==> src/fifo_defines.svh <==
`ifndef FIFO_DEFINES_SVH
`define FIFO_DEFINES_SVH

// width of one stored data word
`define FIFO_DATA_W 8

// pointer width
// depth is 2 to the power of this value
`define FIFO_PTR_W 2

`endif
==> src/fifo_state_pkg.sv <==
`include "fifo_defines.svh"

package fifo_state_pkg;

   // control states of the fifo
   // code 2'b10 is not a member and is treated as illegal
   typedef enum logic [1:0] {
      st_empty      = 2'b00,
      st_going_full = 2'b01,
      st_full       = 2'b11
   } fifo_state_t;

endpackage

==> src/fifo_data_pkg.sv <==
`include "fifo_defines.svh"

package fifo_data_pkg;

   // one word as it sits in the storage array
   typedef logic [`FIFO_DATA_W-1:0] fifo_word_t;

   // read or write address into the storage array
   // wraps naturally at the fifo depth
   typedef logic [`FIFO_PTR_W-1:0] fifo_ptr_t;

endpackage

==> src/fifo_ptr_if.sv <==
`timescale 1ns/100ps

`include "fifo_defines.svh"

interface fifo_ptr_if;

   // current pointer values from the counters
   fifo_data_pkg::fifo_ptr_t read_ptr;
   fifo_data_pkg::fifo_ptr_t write_ptr;

   // increment strobes from the fsm
   logic read_ctr_en;
   logic write_ctr_en;

   // recovery clears from the fsm
   logic read_ctr_rst;
   logic write_ctr_rst;

   // fsm side
   modport fsm_mp (
      input  read_ptr, write_ptr,
      output read_ctr_en, write_ctr_en, read_ctr_rst, write_ctr_rst
   );

   // counter side
   modport ctr_mp (
      input  read_ctr_en, write_ctr_en, read_ctr_rst, write_ctr_rst,
      output read_ptr, write_ptr
   );

endinterface

==> src/fifo_top.sv <==
`timescale 1ns/100ps

`include "fifo_defines.svh"

module fifo_top (
   input  logic                       clk,
   input  logic                       rst,
   input  logic                       add_fifo,
   input  logic                       pop_fifo,
   input  fifo_data_pkg::fifo_word_t  wr_data,
   output fifo_data_pkg::fifo_word_t  rd_data,
   output logic                       fifo_empty,
   output logic                       fifo_full,
   output logic                       err
);

   // pointers and counter controls between fsm and counters
   fifo_ptr_if ptr_bus ();

   // control state machine
   fifo_fsm_logic u_fsm (
      .clk        (clk),
      .rst        (rst),
      .add_fifo   (add_fifo),
      .pop_fifo   (pop_fifo),
      .ptr        (ptr_bus.fsm_mp),
      .fifo_empty (fifo_empty),
      .fifo_full  (fifo_full),
      .err        (err)
   );

   // read and write pointers
   fifo_ptr_counters u_ctrs (
      .clk (clk),
      .rst (rst),
      .ptr (ptr_bus.ctr_mp)
   );

   // the write enable doubles as the storage write strobe
   fifo_storage u_mem (
      .clk       (clk),
      .write_en  (ptr_bus.write_ctr_en),
      .write_ptr (ptr_bus.write_ptr),
      .read_ptr  (ptr_bus.read_ptr),
      .wr_data   (wr_data),
      .rd_data   (rd_data)
   );

endmodule

==> src/fifo_storage.sv <==
`timescale 1ns/100ps

`include "fifo_defines.svh"

module fifo_storage (
   input  logic                       clk,
   input  logic                       write_en,
   input  fifo_data_pkg::fifo_ptr_t   write_ptr,
   input  fifo_data_pkg::fifo_ptr_t   read_ptr,
   input  fifo_data_pkg::fifo_word_t  wr_data,
   output fifo_data_pkg::fifo_word_t  rd_data
);

   // one entry per pointer value
   localparam int unsigned DEPTH = 1 << `FIFO_PTR_W;

   fifo_data_pkg::fifo_word_t mem [DEPTH];

   // write on the same edge the write counter steps
   always_ff @(posedge clk) begin
      if (write_en) begin
         mem[write_ptr] <= wr_data;
      end
   end

   // show-ahead read
   // the head word is visible as soon as the read pointer moves
   assign rd_data = mem[read_ptr];

endmodule

==> src/fifo_ptr_counters.sv <==
`timescale 1ns/100ps

`include "fifo_defines.svh"

module fifo_ptr_counters (
   input  logic        clk,
   input  logic        rst,
   fifo_ptr_if.ctr_mp  ptr
);

   fifo_data_pkg::fifo_ptr_t read_cnt;
   fifo_data_pkg::fifo_ptr_t write_cnt;

   // one counter step
   // clear wins over increment
   // wraps at the top of the range
   function automatic fifo_data_pkg::fifo_ptr_t step_count(
      input fifo_data_pkg::fifo_ptr_t cur,
      input logic                     inc,
      input logic                     clr
   );
      fifo_data_pkg::fifo_ptr_t nxt;
      nxt = cur;
      if (clr) begin
         nxt = '0;
      end else if (inc) begin
         nxt = fifo_data_pkg::fifo_ptr_t'(cur + 1'b1);
      end
      return nxt;
   endfunction

   always_ff @(posedge clk) begin
      if (rst) begin
         read_cnt <= '0;
      end else begin
         read_cnt <= step_count(read_cnt, ptr.read_ctr_en, ptr.read_ctr_rst);
      end
   end

   always_ff @(posedge clk) begin
      if (rst) begin
         write_cnt <= '0;
      end else begin
         write_cnt <= step_count(write_cnt, ptr.write_ctr_en, ptr.write_ctr_rst);
      end
   end

   assign ptr.read_ptr  = read_cnt;
   assign ptr.write_ptr = write_cnt;

   // the fsm never asks for a step and a recovery clear at once
   assert property (@(posedge clk) disable iff (rst)
      !((ptr.read_ctr_en && ptr.read_ctr_rst) || (ptr.write_ctr_en && ptr.write_ctr_rst)))
      else $error("counter increment during recovery reset");

endmodule

==> src/fifo_fsm_logic.sv <==
`timescale 1ns/100ps

`include "fifo_defines.svh"

module fifo_fsm_logic (
   input  logic         clk,
   input  logic         rst,
   input  logic         add_fifo,
   input  logic         pop_fifo,
   fifo_ptr_if.fsm_mp   ptr,
   output logic         fifo_empty,
   output logic         fifo_full,
   output logic         err
);

   fifo_state_pkg::fifo_state_t state;
   fifo_state_pkg::fifo_state_t next_state;

   // pointer values after one more increment
   fifo_data_pkg::fifo_ptr_t wr_ptr_inc;
   fifo_data_pkg::fifo_ptr_t rd_ptr_inc;

   // a lone write or a lone read in the partly filled state
   logic lone_write;
   logic lone_read;

   assign wr_ptr_inc = fifo_data_pkg::fifo_ptr_t'(ptr.write_ptr + 1'b1);
   assign rd_ptr_inc = fifo_data_pkg::fifo_ptr_t'(ptr.read_ptr + 1'b1);

   assign lone_write = add_fifo & ~pop_fifo;
   assign lone_read  = pop_fifo & ~add_fifo;

   // next state, counter enables and error decode
   always_comb begin
      next_state        = state;
      ptr.read_ctr_en   = 1'b0;
      ptr.write_ctr_en  = 1'b0;
      ptr.read_ctr_rst  = 1'b0;
      ptr.write_ctr_rst = 1'b0;
      err               = 1'b0;

      if (rst) begin
         next_state = fifo_state_pkg::st_empty;
      end else begin
         case (state)
            fifo_state_pkg::st_empty: begin
               // nothing to read, so only a push gets through
               ptr.write_ctr_en = add_fifo;
               if (add_fifo) begin
                  next_state = fifo_state_pkg::st_going_full;
               end
            end

            fifo_state_pkg::st_going_full: begin
               // neither empty nor full here, so both strobes are taken
               ptr.read_ctr_en  = pop_fifo;
               ptr.write_ctr_en = add_fifo;

               // write pointer catching up with the read pointer means full
               if (lone_write && (wr_ptr_inc == ptr.read_ptr)) begin
                  next_state = fifo_state_pkg::st_full;
               end else if (lone_read && (rd_ptr_inc == ptr.write_ptr)) begin
                  next_state = fifo_state_pkg::st_empty;
               end
            end

            fifo_state_pkg::st_full: begin
               // no room left so only a pop is accepted
               ptr.read_ctr_en = pop_fifo;
               if (pop_fifo) begin
                  next_state = fifo_state_pkg::st_going_full;
               end
            end

            default: begin
               // illegal code
               // clear both counters and restart empty
               err               = 1'b1;
               ptr.read_ctr_rst  = 1'b1;
               ptr.write_ctr_rst = 1'b1;
               next_state        = fifo_state_pkg::st_empty;
            end
         endcase
      end
   end

   // state register
   always_ff @(posedge clk) begin
      if (rst) begin
         state <= fifo_state_pkg::st_empty;
      end else begin
         state <= next_state;
      end
   end

   // status flags follow the state being entered
   always_ff @(posedge clk) begin
      if (rst) begin
         fifo_empty <= 1'b1;
         fifo_full  <= 1'b0;
      end else begin
         fifo_empty <= (next_state == fifo_state_pkg::st_empty);
         fifo_full  <= (next_state == fifo_state_pkg::st_full);
      end
   end

   // one flag at most, and a flag is up exactly when the pointers have met
   assert property (@(posedge clk) disable iff (rst)
      !(fifo_empty && fifo_full) &&
      ((fifo_empty || fifo_full) == (ptr.read_ptr == ptr.write_ptr)))
      else $error("fifo flags disagree with the pointers");

   // counters must hold still while reset is applied
   assert property (@(posedge clk) rst |-> !(ptr.read_ctr_en || ptr.write_ctr_en))
      else $error("counter enable high during reset");

endmodule

==> config.mk <==
export PLATFORM = sky130hd
export DESIGN_NAME = fifo_top
export DESIGN_NICKNAME = d
export VERILOG_FILES = /design/src/fifo_state_pkg.sv /design/src/fifo_data_pkg.sv /design/src/fifo_ptr_if.sv /design/src/fifo_top.sv /design/src/fifo_storage.sv /design/src/fifo_ptr_counters.sv /design/src/fifo_fsm_logic.sv
export VERILOG_INCLUDE_DIRS = /design/src
export SDC_FILE = /design/constraint.sdc
export NUM_CORES = 1
export LEC_CHECK = 0
export ABC_AREA = 1
export CORE_MARGIN = 4
export CORE_UTILIZATION = 23
export CTS_BUF_LIST = sky130_fd_sc_hd__clkbuf_16
export DETAILED_ROUTE_END_ITERATION = 12
export DONT_BUFFER_PORTS = 1
export PLACE_DENSITY_LB_ADDON = 0.1
export SLEW_MARGIN = 20
export SYNTH_ARGS = -nofsm -noshare
export SYNTH_HDL_FRONTEND = slang
export SYNTH_HIERARCHICAL = 1
export SYNTH_SLANG_ARGS = --single-unit
==> constraint.sdc <==
create_clock -name clk -period 2 [get_ports clk]
set_input_delay 0 -clock clk [delete_from_list [all_inputs] [get_ports clk]]
set_output_delay 0 -clock clk [all_outputs]
set_load 0.01 [all_outputs]
==> run summary, run 1 <==
Share of layout cells above drive strength 1: 10.4%
Setup violations, final: 0
Maximum vdd drop: 0.296 mV
Initial antenna violation count: 0
Syn_area_per_cell: 9.12 um2
Pleak: 0.974 nW
Largest net degree at the start of global routing: 17
Power per cell area: 871 nW/um2
Tot GR Track Use: 9.12%
Avg WL per Cell: 12.5 um
Outcome: completed
Crit share post-route: 84.1%
Netlist cell types: 19
Final GP Congestion: 0.683
Std-Cell Core Area: 7690 um2
Area leader, netlist: edfxtp_1
Total power: 0.00196 W
Die width: 96.6 um
Synth top area share: 53.2%
M1 GR Usage: 11.2%
Max_cap viols: 0
Met3 Usage GRT: 2.96%
Hold Path Class: input pin to flop
GRT overflow: 0
Slew headroom: 54.3%
Crit path max fanout: 10
H-tree levels: 2
DR vias: 1,270
Via/cell ratio: 3.92
Top-level port count: 23
Yosys synthesis warning count: 6
Final net count: 233
Fmax: 0.595 GHz
Setup crit start kind: flop
Mapped Cells: 198
Synth area leaders: edfxtp_1, nand2_1, inv_1, dfxtp_1, nand3_1
Sink Count: 40
Hold slack: 0.0905 ns
Crit path time final: 1.68 ns
Synthesized cell area: 1810 um2
Starting Density: 23.5%
DR iter-0 viols: 47
Drt drc: 0
Port Buffers: 0
Worst skew pair latency: 0.28 ns
CTS buffer count: 5
WS Path Type: flop to flop
Worst Tran Pin Value: 0.681 ns
Setup_tns: 0 ns
Max Root-Sink Buffers: 2
Area growth from synthesis to layout: 24.5%
CP required: 2.22 ns
Die Ht: 96.6 um
CTS tree: yes
Worst EP arrival: 1.90 ns
First-pass DRT Iterations: 4
GRT busiest layer: met2
Synth Register Bits: 40
Syn nets: 210
Antenna Cells: 0
Worst Skew: 0.00265 ns
Total die area: 9340 um2
Vias in the first global route: 1,245
RSZ-0062 raised after global routing: false
Hold Fails Final Rpt: 0
Number of cell rows: 32
Seq/Total Area, Yosys: 62.0%
Root Buffer Master: clkbuf_16
CTS resizes: 0
DRT antenna net count: 0
Global-route wire length before repair: 6.69 mm
Routing usage on met2: 14.8%
CTS clk-pin slew, worst paths: 0.06 ns
Max-slew violation count: 0
Total Routed Length: 4.06 mm
CP Capture Type: flop
Detailed placer's ending HPWL: 2.91 mm
==> registers in the layout, indices dropped and copies added (netlist names) <==
signal,flops
u_ctrs/ptr.read_ptr,2
u_fsm/fifo_empty,1
u_ctrs/ptr.write_ptr,2
u_mem/mem,32
u_fsm/state,2
u_fsm/fifo_full,1
==> worst max-delay path, stage by stage, from the launching register on <==
cell and delay, ns:
dfxtp_1 0.52, inv_1 0.10, nand2_1 0.10, nand2_1 0.07
nor2_2 0.09, nand3_2 0.08, a21oi_1 0.12, dlygate4sd3_1 0.55
==> per-layer routing <==
metal / part of all wire, % / routed length, um / vias to the layer above
met4: 1.7 / 69 / 0
met3: 3.7 / 150 / 7
met2: 47 / 1910 / 16
met1: 48 / 1940 / 588
li1: - / - / 659
met5: 0 / 0 / -
==> cells by family after synthesis <==
group | after synthesis | share of synthesized area [%]
XOR/XNOR | 1 | 0.485
buffers and inverters | 52 | 12.5
AND/OR/NAND/NOR | 99 | 23.1
AO/OA/AOI/OAI | 6 | 1.87
flip-flops | 40 | 62.0
==> power by group <==
group / switching (W) / internal, W
registers: 0.0000135 / 0.000918
logic: 0.0000790 / 0.0000453
clock network: 0.000318 / 0.000586
total: 0.000410 / 0.00155
==> cells in the final DEF (no fill, tap or decap) <==
cell type and instances:
nand2_1 60, inv_1 43, edfxtp_1 32, nand3_1 20, dlygate4sd3_1 13, buf_4 9
nor2_1 9, dfxtp_1 8, nor3_1 6, clkbuf_16 5, a21oi_1 5, nor2_2 2
bufinv_16 1, clkinvlp_4 1, clkinv_2 1, clkinv_1 1, nand4_1 1, xor2_1 1
o21ai_2 1, nand3_2 1, inv_2 1, inv_4 1
==> cell type report <==
class                   count  area, um2
multi-input cells         106        460
fillers                   815       5440
inverters                  46        175
well taps                 102        128
flip-flops and latches     40       1120
repair buffers             22        198
clock buffers               5        125
clock inverters             3       42.5
==> repair_timing <==
item / in CTS / in global routing
setup buffers: 0 / 0
endpoints found under the hold margin: 40 / 0
hold buffers: 13 / 0
==> Yosys cell counts <==
library cell  instances
nand2_1              60
inv_1                43
edfxtp_1             32
nand3_1              20
nor2_1                9
dfxtp_1               8
nor3_1                6
a21oi_1               5
buf_4                 3
buf_6                 2
nor2_2                2
buf_2                 1
clkinv_1              1
inv_2                 1
inv_4                 1
nand3_2               1
nand4_1               1
o21ai_2               1
xor2_1                1
==> metrics by stage <==
| step | instance area, um2 | util, % | std cells | setup WS [ns] |
|---|---|---|---|---|
| 2_1_floorplan | 1810 | - | 198 | 0.275 |
| 3_3_place_gp | 1950 | 25.4 | 303 | 0.478 |
| 3_5_place_dp | 1950 | 25.4 | 303 | 0.440 |
| 4_1_cts | 2250 | 29.3 | 324 | 0.323 |
| 5_1_grt | 2250 | 29.3 | 324 | 0.184 |
| 6_report | 2250 | 29.3 | 324 | 0.318 |
==> worst paths after layout <==
kind                                     endpoint  slack [ns]  cells after the start                                 start
min reg2reg           u_fsm/fifo_empty$_SDFF_PP1_        0.60                      3             u_fsm/state[0]$_SDFF_PP0_
max reg2reg             u_fsm/state[1]$_SDFF_PP0_        0.32                      7  u_ctrs/ptr.write_ptr[0]$_SDFFE_PP0P_
min          u_ctrs/ptr.write_ptr[1]$_SDFFE_PP0P_        0.09                      4                                   rst
max                     u_fsm/state[1]$_SDFF_PP0_        0.32                      7  u_ctrs/ptr.write_ptr[0]$_SDFFE_PP0P_
Note: power is estimated with default switching activity, not from simulation.
==> run 2, diff against run 1 <==
ABC_AREA = 0   (was 1)
clock period = 1.7 ns   (was 2 ns; I/O delays follow)
==> run summary, run 2 <==
Outcome: completed
Worst EP arrival: 1.49 ns (-0.41 ns)
Crit path max fanout: 8 (-2)
H-tree levels: 2 (unchanged)
CTS buffer count: 5 (unchanged)
Std-Cell Core Area: 6530 um2 (-15%)
Initial antenna violation count: 0 (unchanged)
Mapped Cells: 87 (-56%)
First-pass DRT Iterations: 4 (unchanged)
Crit share post-route: 92.1% (+8.0 points)
Setup crit end: u_mem/mem[2][1]$_DFFE_PP_
Global-route wire length before repair: 4.93 mm (-26%)
CTS tree: yes
Netlist cell types: 26 (+7)
Synth area leaders: edfxtp_1, mux4_2, dfxtp_1, nand3b_1, a21bo_1
EDFF count, synth: 32 (unchanged)
Most frequent cells in the layout: edfxtp_1, dlygate4sd3_1, dfxtp_1, mux4_2, buf_4
Slew headroom: 68.9% (+15 points)
Number of cell rows: 29 (-9.4%)
Register-to-Register Path Depth: 3 (-4)
Post-Route Utilization: 30.6% (+1.3 points)
Dpl ws: 0.137 ns (-0.303 ns)
Crit Reg-Reg Endpoint: u_mem/mem[2][1]$_DFFE_PP_
Vias in the first global route: 904 (-27%)
Total power: 0.00227 W (+16%)
Port Buffers: 0 (unchanged)
RSZ-0062 raised after global routing: false
CTS resizes: 0 (unchanged)
R2R setup slack: 0.13 ns (-0.18 ns)
Met3 Usage GRT: 2.56% (-0.39 points)
Dominant synthesized flop cell: edfxtp_1
Detailed placer's ending HPWL: 2.11 mm (-27%)
Die Ht: 91.0 um (-5.8%)
Fraction of registers with async set/reset: 0% (unchanged)
Crit path time final: 1.57 ns (-0.116 ns)
Worst r2r src: u_fsm/state[1]$_SDFF_PP0_
Syn nets: 99 (-53%)
Area leader, netlist: edfxtp_1
Sink Count: 40 (unchanged)
DR iter-0 viols: 29 (-38%)
Final net count: 120 (-48%)
GRT overflow: 0 (unchanged)
Antenna Cells: 0 (unchanged)
Yosys synthesis warning count: 6 (unchanged)
Total Routed Length: 2.97 mm (-27%)
Avg WL per Cell: 16.0 um (+27%)
Max Root-Sink Buffers: 2 (unchanged)
DRT antenna net count: 0 (unchanged)
Hold Buf Count CTS: 11 (-2)
Area growth from synthesis to layout: 26.0%
Top-count cell post-synth: edfxtp_1
Share of layout cells above drive strength 1: 24.8% (+14 points)
Total die area: 8280 um2 (-11%)
Largest net degree at the start of global routing: 14 (-3)
GRT busiest layer: met2
Worst Tran Pin Value: 0.463 ns (-0.217 ns)
Top post-synthesis cells by count: edfxtp_1, dfxtp_1, mux4_2
CP required: 1.63 ns (-0.59 ns)
Synth top area share: 60.6% (+7.4 points)
Starting Density: 24.3% (+0.77 points)
WS Path Type: flop to flop
Filler instances: 643 (-21%)
Register Area: 1120 um2 (unchanged)
Max reg flops: 32 (unchanged)
Tot GR Track Use: 7.76% (-1.4 points)
Pleak: 0.663 nW (-32%)
Commonest non-fill, non-tap cell in the layout: edfxtp_1
Biggest register: u_mem/mem
Fin worst setup slack: 0.134 ns (-0.184 ns)
Synth Register Bits: 40 (unchanged)
Via/cell ratio: 4.41 (+13%)
Worst Skew: 0.00671 ns (+0.00406 ns)
Synthesized cell area: 1590 um2 (-12%)
CP Capture Type: flop
Hold slack: 0.0477 ns (-0.0428 ns)
Seq/Total Area, Yosys: 70.7% (+8.7 points)
Worst skew pair latency: 0.28 ns (about the same)
Maximum vdd drop: 0.395 mV (+34%)
Root Buffer Master: clkbuf_16
M1 GR Usage: 9.77% (-1.4 points)
Setup violations, final: 0 (unchanged)
Syn_area_per_cell: 18.2 um2 (+100%)
Setup crit start kind: flop
Drt drc: 0 (unchanged)
CTS clk-pin slew, worst paths: 0.06 ns (about the same)
Multi-input logic area: 430 um2 (-6.5%)
Power per cell area: 1130 nW/um2 (+30%)
Fmax: 0.639 GHz (+7.4%)
Hold Fails Final Rpt: 0 (unchanged)
Max_cap viols: 0 (unchanged)
Top-level port count: 23 (unchanged)
Final GP Congestion: 0.747 (+9.4%)
Die width: 91.0 um (-5.8%)
DR vias: 821 (-35%)
Max-slew violation count: 0 (unchanged)
Worst setup path startpoint: u_fsm/state[1]$_SDFF_PP0_
Setup_tns: 0 ns (unchanged)
Number of setup buffers added after CTS: 0 (unchanged)
Routing usage on met2: 12.2% (-2.6 points)
Hold Path Class: input pin to flop
## run 2: critical path, stage by stage, from the launching register on
cell and delay, ns:
dfxtp_1 0.35, nand2b_1 0.17, nor2_1 0.22, and3b_1 0.47
## run 2: layer usage
layer  wire length [um]  up-vias
met5                  0        -
met4                 14        0
met3                112        2
met2               1450       18
met1               1400      416
li1                   -      385
## run 2: report_power, final
| part | total [W] | leakage [nW] | internal [W] | switching, W |
|---|---|---|---|---|
| sequential | 0.00110 | 0.356 | 0.00108 | 0.0000161 |
| combinational | 0.000127 | 0.227 | 0.0000660 | 0.0000608 |
| clock | 0.00104 | 0.0798 | 0.000688 | 0.000354 |
## run 2: metrics by stage
step	cell area, um2	std cells
global placement	1720	167
CTS	2000	186
detailed placement	1720	167
floorplan	1590	87
global route	2000	186
finish	2000	186
## run 2: logic make-up after synthesis
logic type	count (synthesis)	share of synthesized area, %
compound gates	9	4.81
buf+inv	6	2.45
simple gates	20	7.89
mux	9	12.0
flops	40	70.7
xor+xnor	3	2.13
## run 2: layout make-up
cell class / instances / area share (%)
Tap cell: 77 / 4.82
Clock inverter: 3 / 2.13
Sequential cell: 40 / 56.1
Timing Repair Buffer: 18 / 8.77
Clock buffer: 5 / 6.26
Multi-Input combinational cell: 41 / 21.5
Inverter: 2 / 0.376
## run 2: worst min path at each step
stage | from | cells past startpoint | endpoint
final | add_fifo | 2 | u_fsm/state[1]$_SDFF_PP0_
after global routing | add_fifo | 2 | u_fsm/state[1]$_SDFF_PP0_
after CTS | add_fifo | 2 | u_fsm/state[1]$_SDFF_PP0_
after detailed placement | wr_data[3] | 0 | u_mem/mem[0][3]$_DFFE_PP_
after global placement | wr_data[3] | 0 | u_mem/mem[1][3]$_DFFE_PP_
after floorplan | rst | 1 | err
==> run 3, diff against run 2 <==
SYNTH_HIERARCHICAL = default   (was 1)
==> run summary, run 3 <==
Worst EP arrival: 1.72 ns (+0.23 ns)
Outcome: completed
Maximum vdd drop: 0.504 mV (+27%)
Global-route wire length before repair: 5.40 mm (+9.5%)
Synthesized cell area: 1670 um2 (+5.3%)
Netlist cell types: 25 (-3.8%)
CTS buffer count: 5 (unchanged)
Worst skew pair latency: 0.28 ns (about the same)
Power per cell area: 1120 nW/um2 (-1.5%)
Top-count cell post-synth: edfxtp_1
Syn nets: 113 (+14%)
Top-level port count: 23 (unchanged)
Std-Cell Core Area: 6910 um2 (+5.7%)
Critical Path Max Stage Delay: 0.56 ns (+0.09 ns)
Multi-input logic area: 464 um2 (+7.8%)
Commonest non-fill, non-tap cell in the layout: edfxtp_1
Total Routed Length: 3.29 mm (+11%)
Internal: 0.00191 W (+3.8%)
GRT overflow: 0 (unchanged)
Dominant synthesized flop cell: edfxtp_1
Switching Share: 19.5% (+0.52 points)
Crit path time final: 1.55 ns (-0.0121 ns)
Number of cell rows: 30 (+3.4%)
Final GP Congestion: 0.665 (-11%)
Clock share of power: 43.8% (-2.2 points)
EDFF count, synth: 32 (unchanged)
CTS tree: yes
Total power: 0.00237 W (+4.4%)
Crit Reg-Reg Endpoint: u_ctrs.ptr.read_ptr[0]$_SDFFE_PP0P_
Die Ht: 93.2 um (+2.4%)
Setup violations, final: 0 (unchanged)
Biggest register: u_mem.mem
Avg WL per Cell: 15.1 um (-5.5%)
Worst setup path startpoint: u_fsm.state[0]$_SDFF_PP0_
Flop pwr share: 48.9% (+0.5 points)
Antenna Cells: 0 (unchanged)
Via/cell ratio: 4.06 (-8.1%)
Max reg flops: 32 (unchanged)
Fmax: 0.644 GHz (+0.78%)
DRT antenna net count: 0 (unchanged)
Largest net degree at the start of global routing: 14 (unchanged)
H-tree levels: 2 (unchanged)
Seq/Total Area, Yosys: 69.6% (-1.2 points)
Synth Register Bits: 42 (+5.0%)
Syn_area_per_cell: 17.2 um2 (-5.6%)
Max-slew violation count: 0 (unchanged)
Starting Density: 24.2% (-0.11 points)
Top post-synthesis cells by count: edfxtp_1, dfxtp_1, mux4_2
CTS resizes: 0 (unchanged)
Mapped Cells: 97 (+11%)
CP required: 1.86 ns (+0.23 ns)
Root Buffer Master: clkbuf_16
Setup crit start kind: flop
Comb pwr share: 7.3% (+1.7 points)
Crit path buf inv count: 1 (+1)
Cell chain of the critical path: nor2_1 -> a21oi_1 -> a211oi_1 -> dlygate4sd3_1
Area leader, netlist: edfxtp_1
Fin worst setup slack: 0.146 ns (+0.0121 ns)
Post-Route Utilization: 30.7% (+0.076 points)
Worst Tran Pin Value: 0.462 ns (-0.00127 ns)
Area growth from synthesis to layout: 26.9%
Total die area: 8680 um2 (+4.8%)
Fraction of registers with async set/reset: 0% (unchanged)
Max_cap viols: 0 (unchanged)
Worst r2r src: u_fsm.state[0]$_SDFF_PP0_
First-pass DRT Iterations: 3 (-1)
Sink Count: 42 (+5.0%)
R2R setup slack: 0.15 ns (about the same)
DR vias: 884 (+7.7%)
Hold Path Class: input pin to flop
Detailed placer's ending HPWL: 2.33 mm (+11%)
Register-to-Register Path Depth: 4 (+1)
DR iter-0 viols: 27 (-6.9%)
Tot GR Track Use: 8.54% (+0.78 points)
Setup_tns: 0 ns (unchanged)
Pleak: 0.724 nW (+9.3%)
CP Capture Type: flop
Share of layout cells above drive strength 1: 19.7% (-5.1 points)
Slew headroom: 69.2% (+0.28 points)
RSZ-0062 raised after global routing: false
Synth top area share: 57.6% (-3.0 points)
Yosys synthesis warning count: 0 (-6)
Drt drc: 0 (unchanged)
Net Sw Power: 0.000462 W (+7.3%)
Register Area: 1160 um2 (+3.6%)
Hold Fails Final Rpt: 0 (unchanged)
Dpl ws: 0.217 ns (+0.0801 ns)
Port Buffers: 0 (unchanged)
Crit share post-route: 91.4% (-0.71 points)
Synth area leaders: edfxtp_1, dfxtp_1, mux4_2, ha_1, a21oi_1
WS Path Type: flop to flop
Instance count on the critical path: 4 (+1)
Final net count: 137 (+14%)
Worst Skew: 0.00356 ns (-0.00315 ns)
CP max-delay cell: dlygate4sd3_1
Hold Startpoint: rst
Max Root-Sink Buffers: 2 (unchanged)
CTS clk-pin slew, worst paths: 0.05 ns (about the same)
Setup crit end: u_ctrs.ptr.read_ptr[0]$_SDFFE_PP0P_
Die width: 93.2 um (+2.4%)
Crit path max fanout: 10 (+2)
Most frequent cells in the layout: edfxtp_1, dlygate4sd3_1, dfxtp_1, buf_4, mux4_2
Filler instances: 698 (+8.6%)
Top delay family on crit path: buffers and inverters
Vias in the first global route: 962 (+6.4%)
Initial antenna violation count: 0 (unchanged)
## run 3: cell types whose count changed in the layout (fill, tap and decap cells not counted), sizes merged, moves of 3 or more
cell,before,now
and2,0,4
ha,0,4
buf,7,10
inv,2,5
## run 3: cell families after synthesis
family / count (synthesis) / share of synthesized area, %
buf+inv: 9 / 2.62
flops: 42 / 69.6
compound gates: 12 / 4.42
simple gates: 18 / 7.42
mux: 9 / 11.4
fa+ha+maj: 4 / 3.00
xor+xnor: 3 / 1.57
## run 3: layout make-up
cell class                 instances  share of cell area [%]
sequential                        42                    54.8
multi-input combinational         46                    21.9
timing repair buffer              22                    9.21
clock buffer                       5                    5.91
tap                               96                    5.67
clock inverter                     3                    1.77
inverter                           4                   0.709
## run 3: worst reg2reg max path, cell delays in order (launching register included)
cell and delay, ns:
dfxtp_1 0.49, nor2_1 0.11, a21oi_1 0.17, a211oi_1 0.10, dlygate4sd3_1 0.56
## run 3: worst min path at each step
stage,to,depth (start not counted)
CTS,u_fsm.state[0]$_SDFF_PP0_,2
finish,u_fsm.state[0]$_SDFF_PP0_,2
floorplan,u_fsm.fifo_full$_SDFF_PP0_,1
global placement,err,1
global route,u_fsm.state[0]$_SDFF_PP0_,2
detailed placement,err,1
## run 3: layer usage
metal	part of all wire (%)	GRT usage, %
met5	0	0
met4	2.1	4.40
met3	4.7	2.49
met2	49	13.9
met1	44	10.2
## run 3: power by group through the flow
stage,Clock [W],Combinational (W),Sequential [W]
floorplan,0,0.000118,0.00117
global placement,0,0.000143,0.00118
detailed placement,0,0.000143,0.00118
CTS,0.00108,0.000180,0.00116
global route,0.00112,0.000195,0.00116
finish,0.00104,0.000173,0.00116
## run 3: what timing repair did
action                    4_1_cts  5_1_grt
setup buffers                   0        0
hold endpoints to repair       42        0
hold buffers                   12        0
## run 3: per-stage QoR
stage	instances	hold WS, ns	area, um2
after floorplan	97	0.0793	1670
after global placement	198	0.0557	1840
after detailed placement	198	0.0523	1840
after CTS	218	0.0169	2120
after global routing	218	0.0461	2120
final	218	0.0261	2120
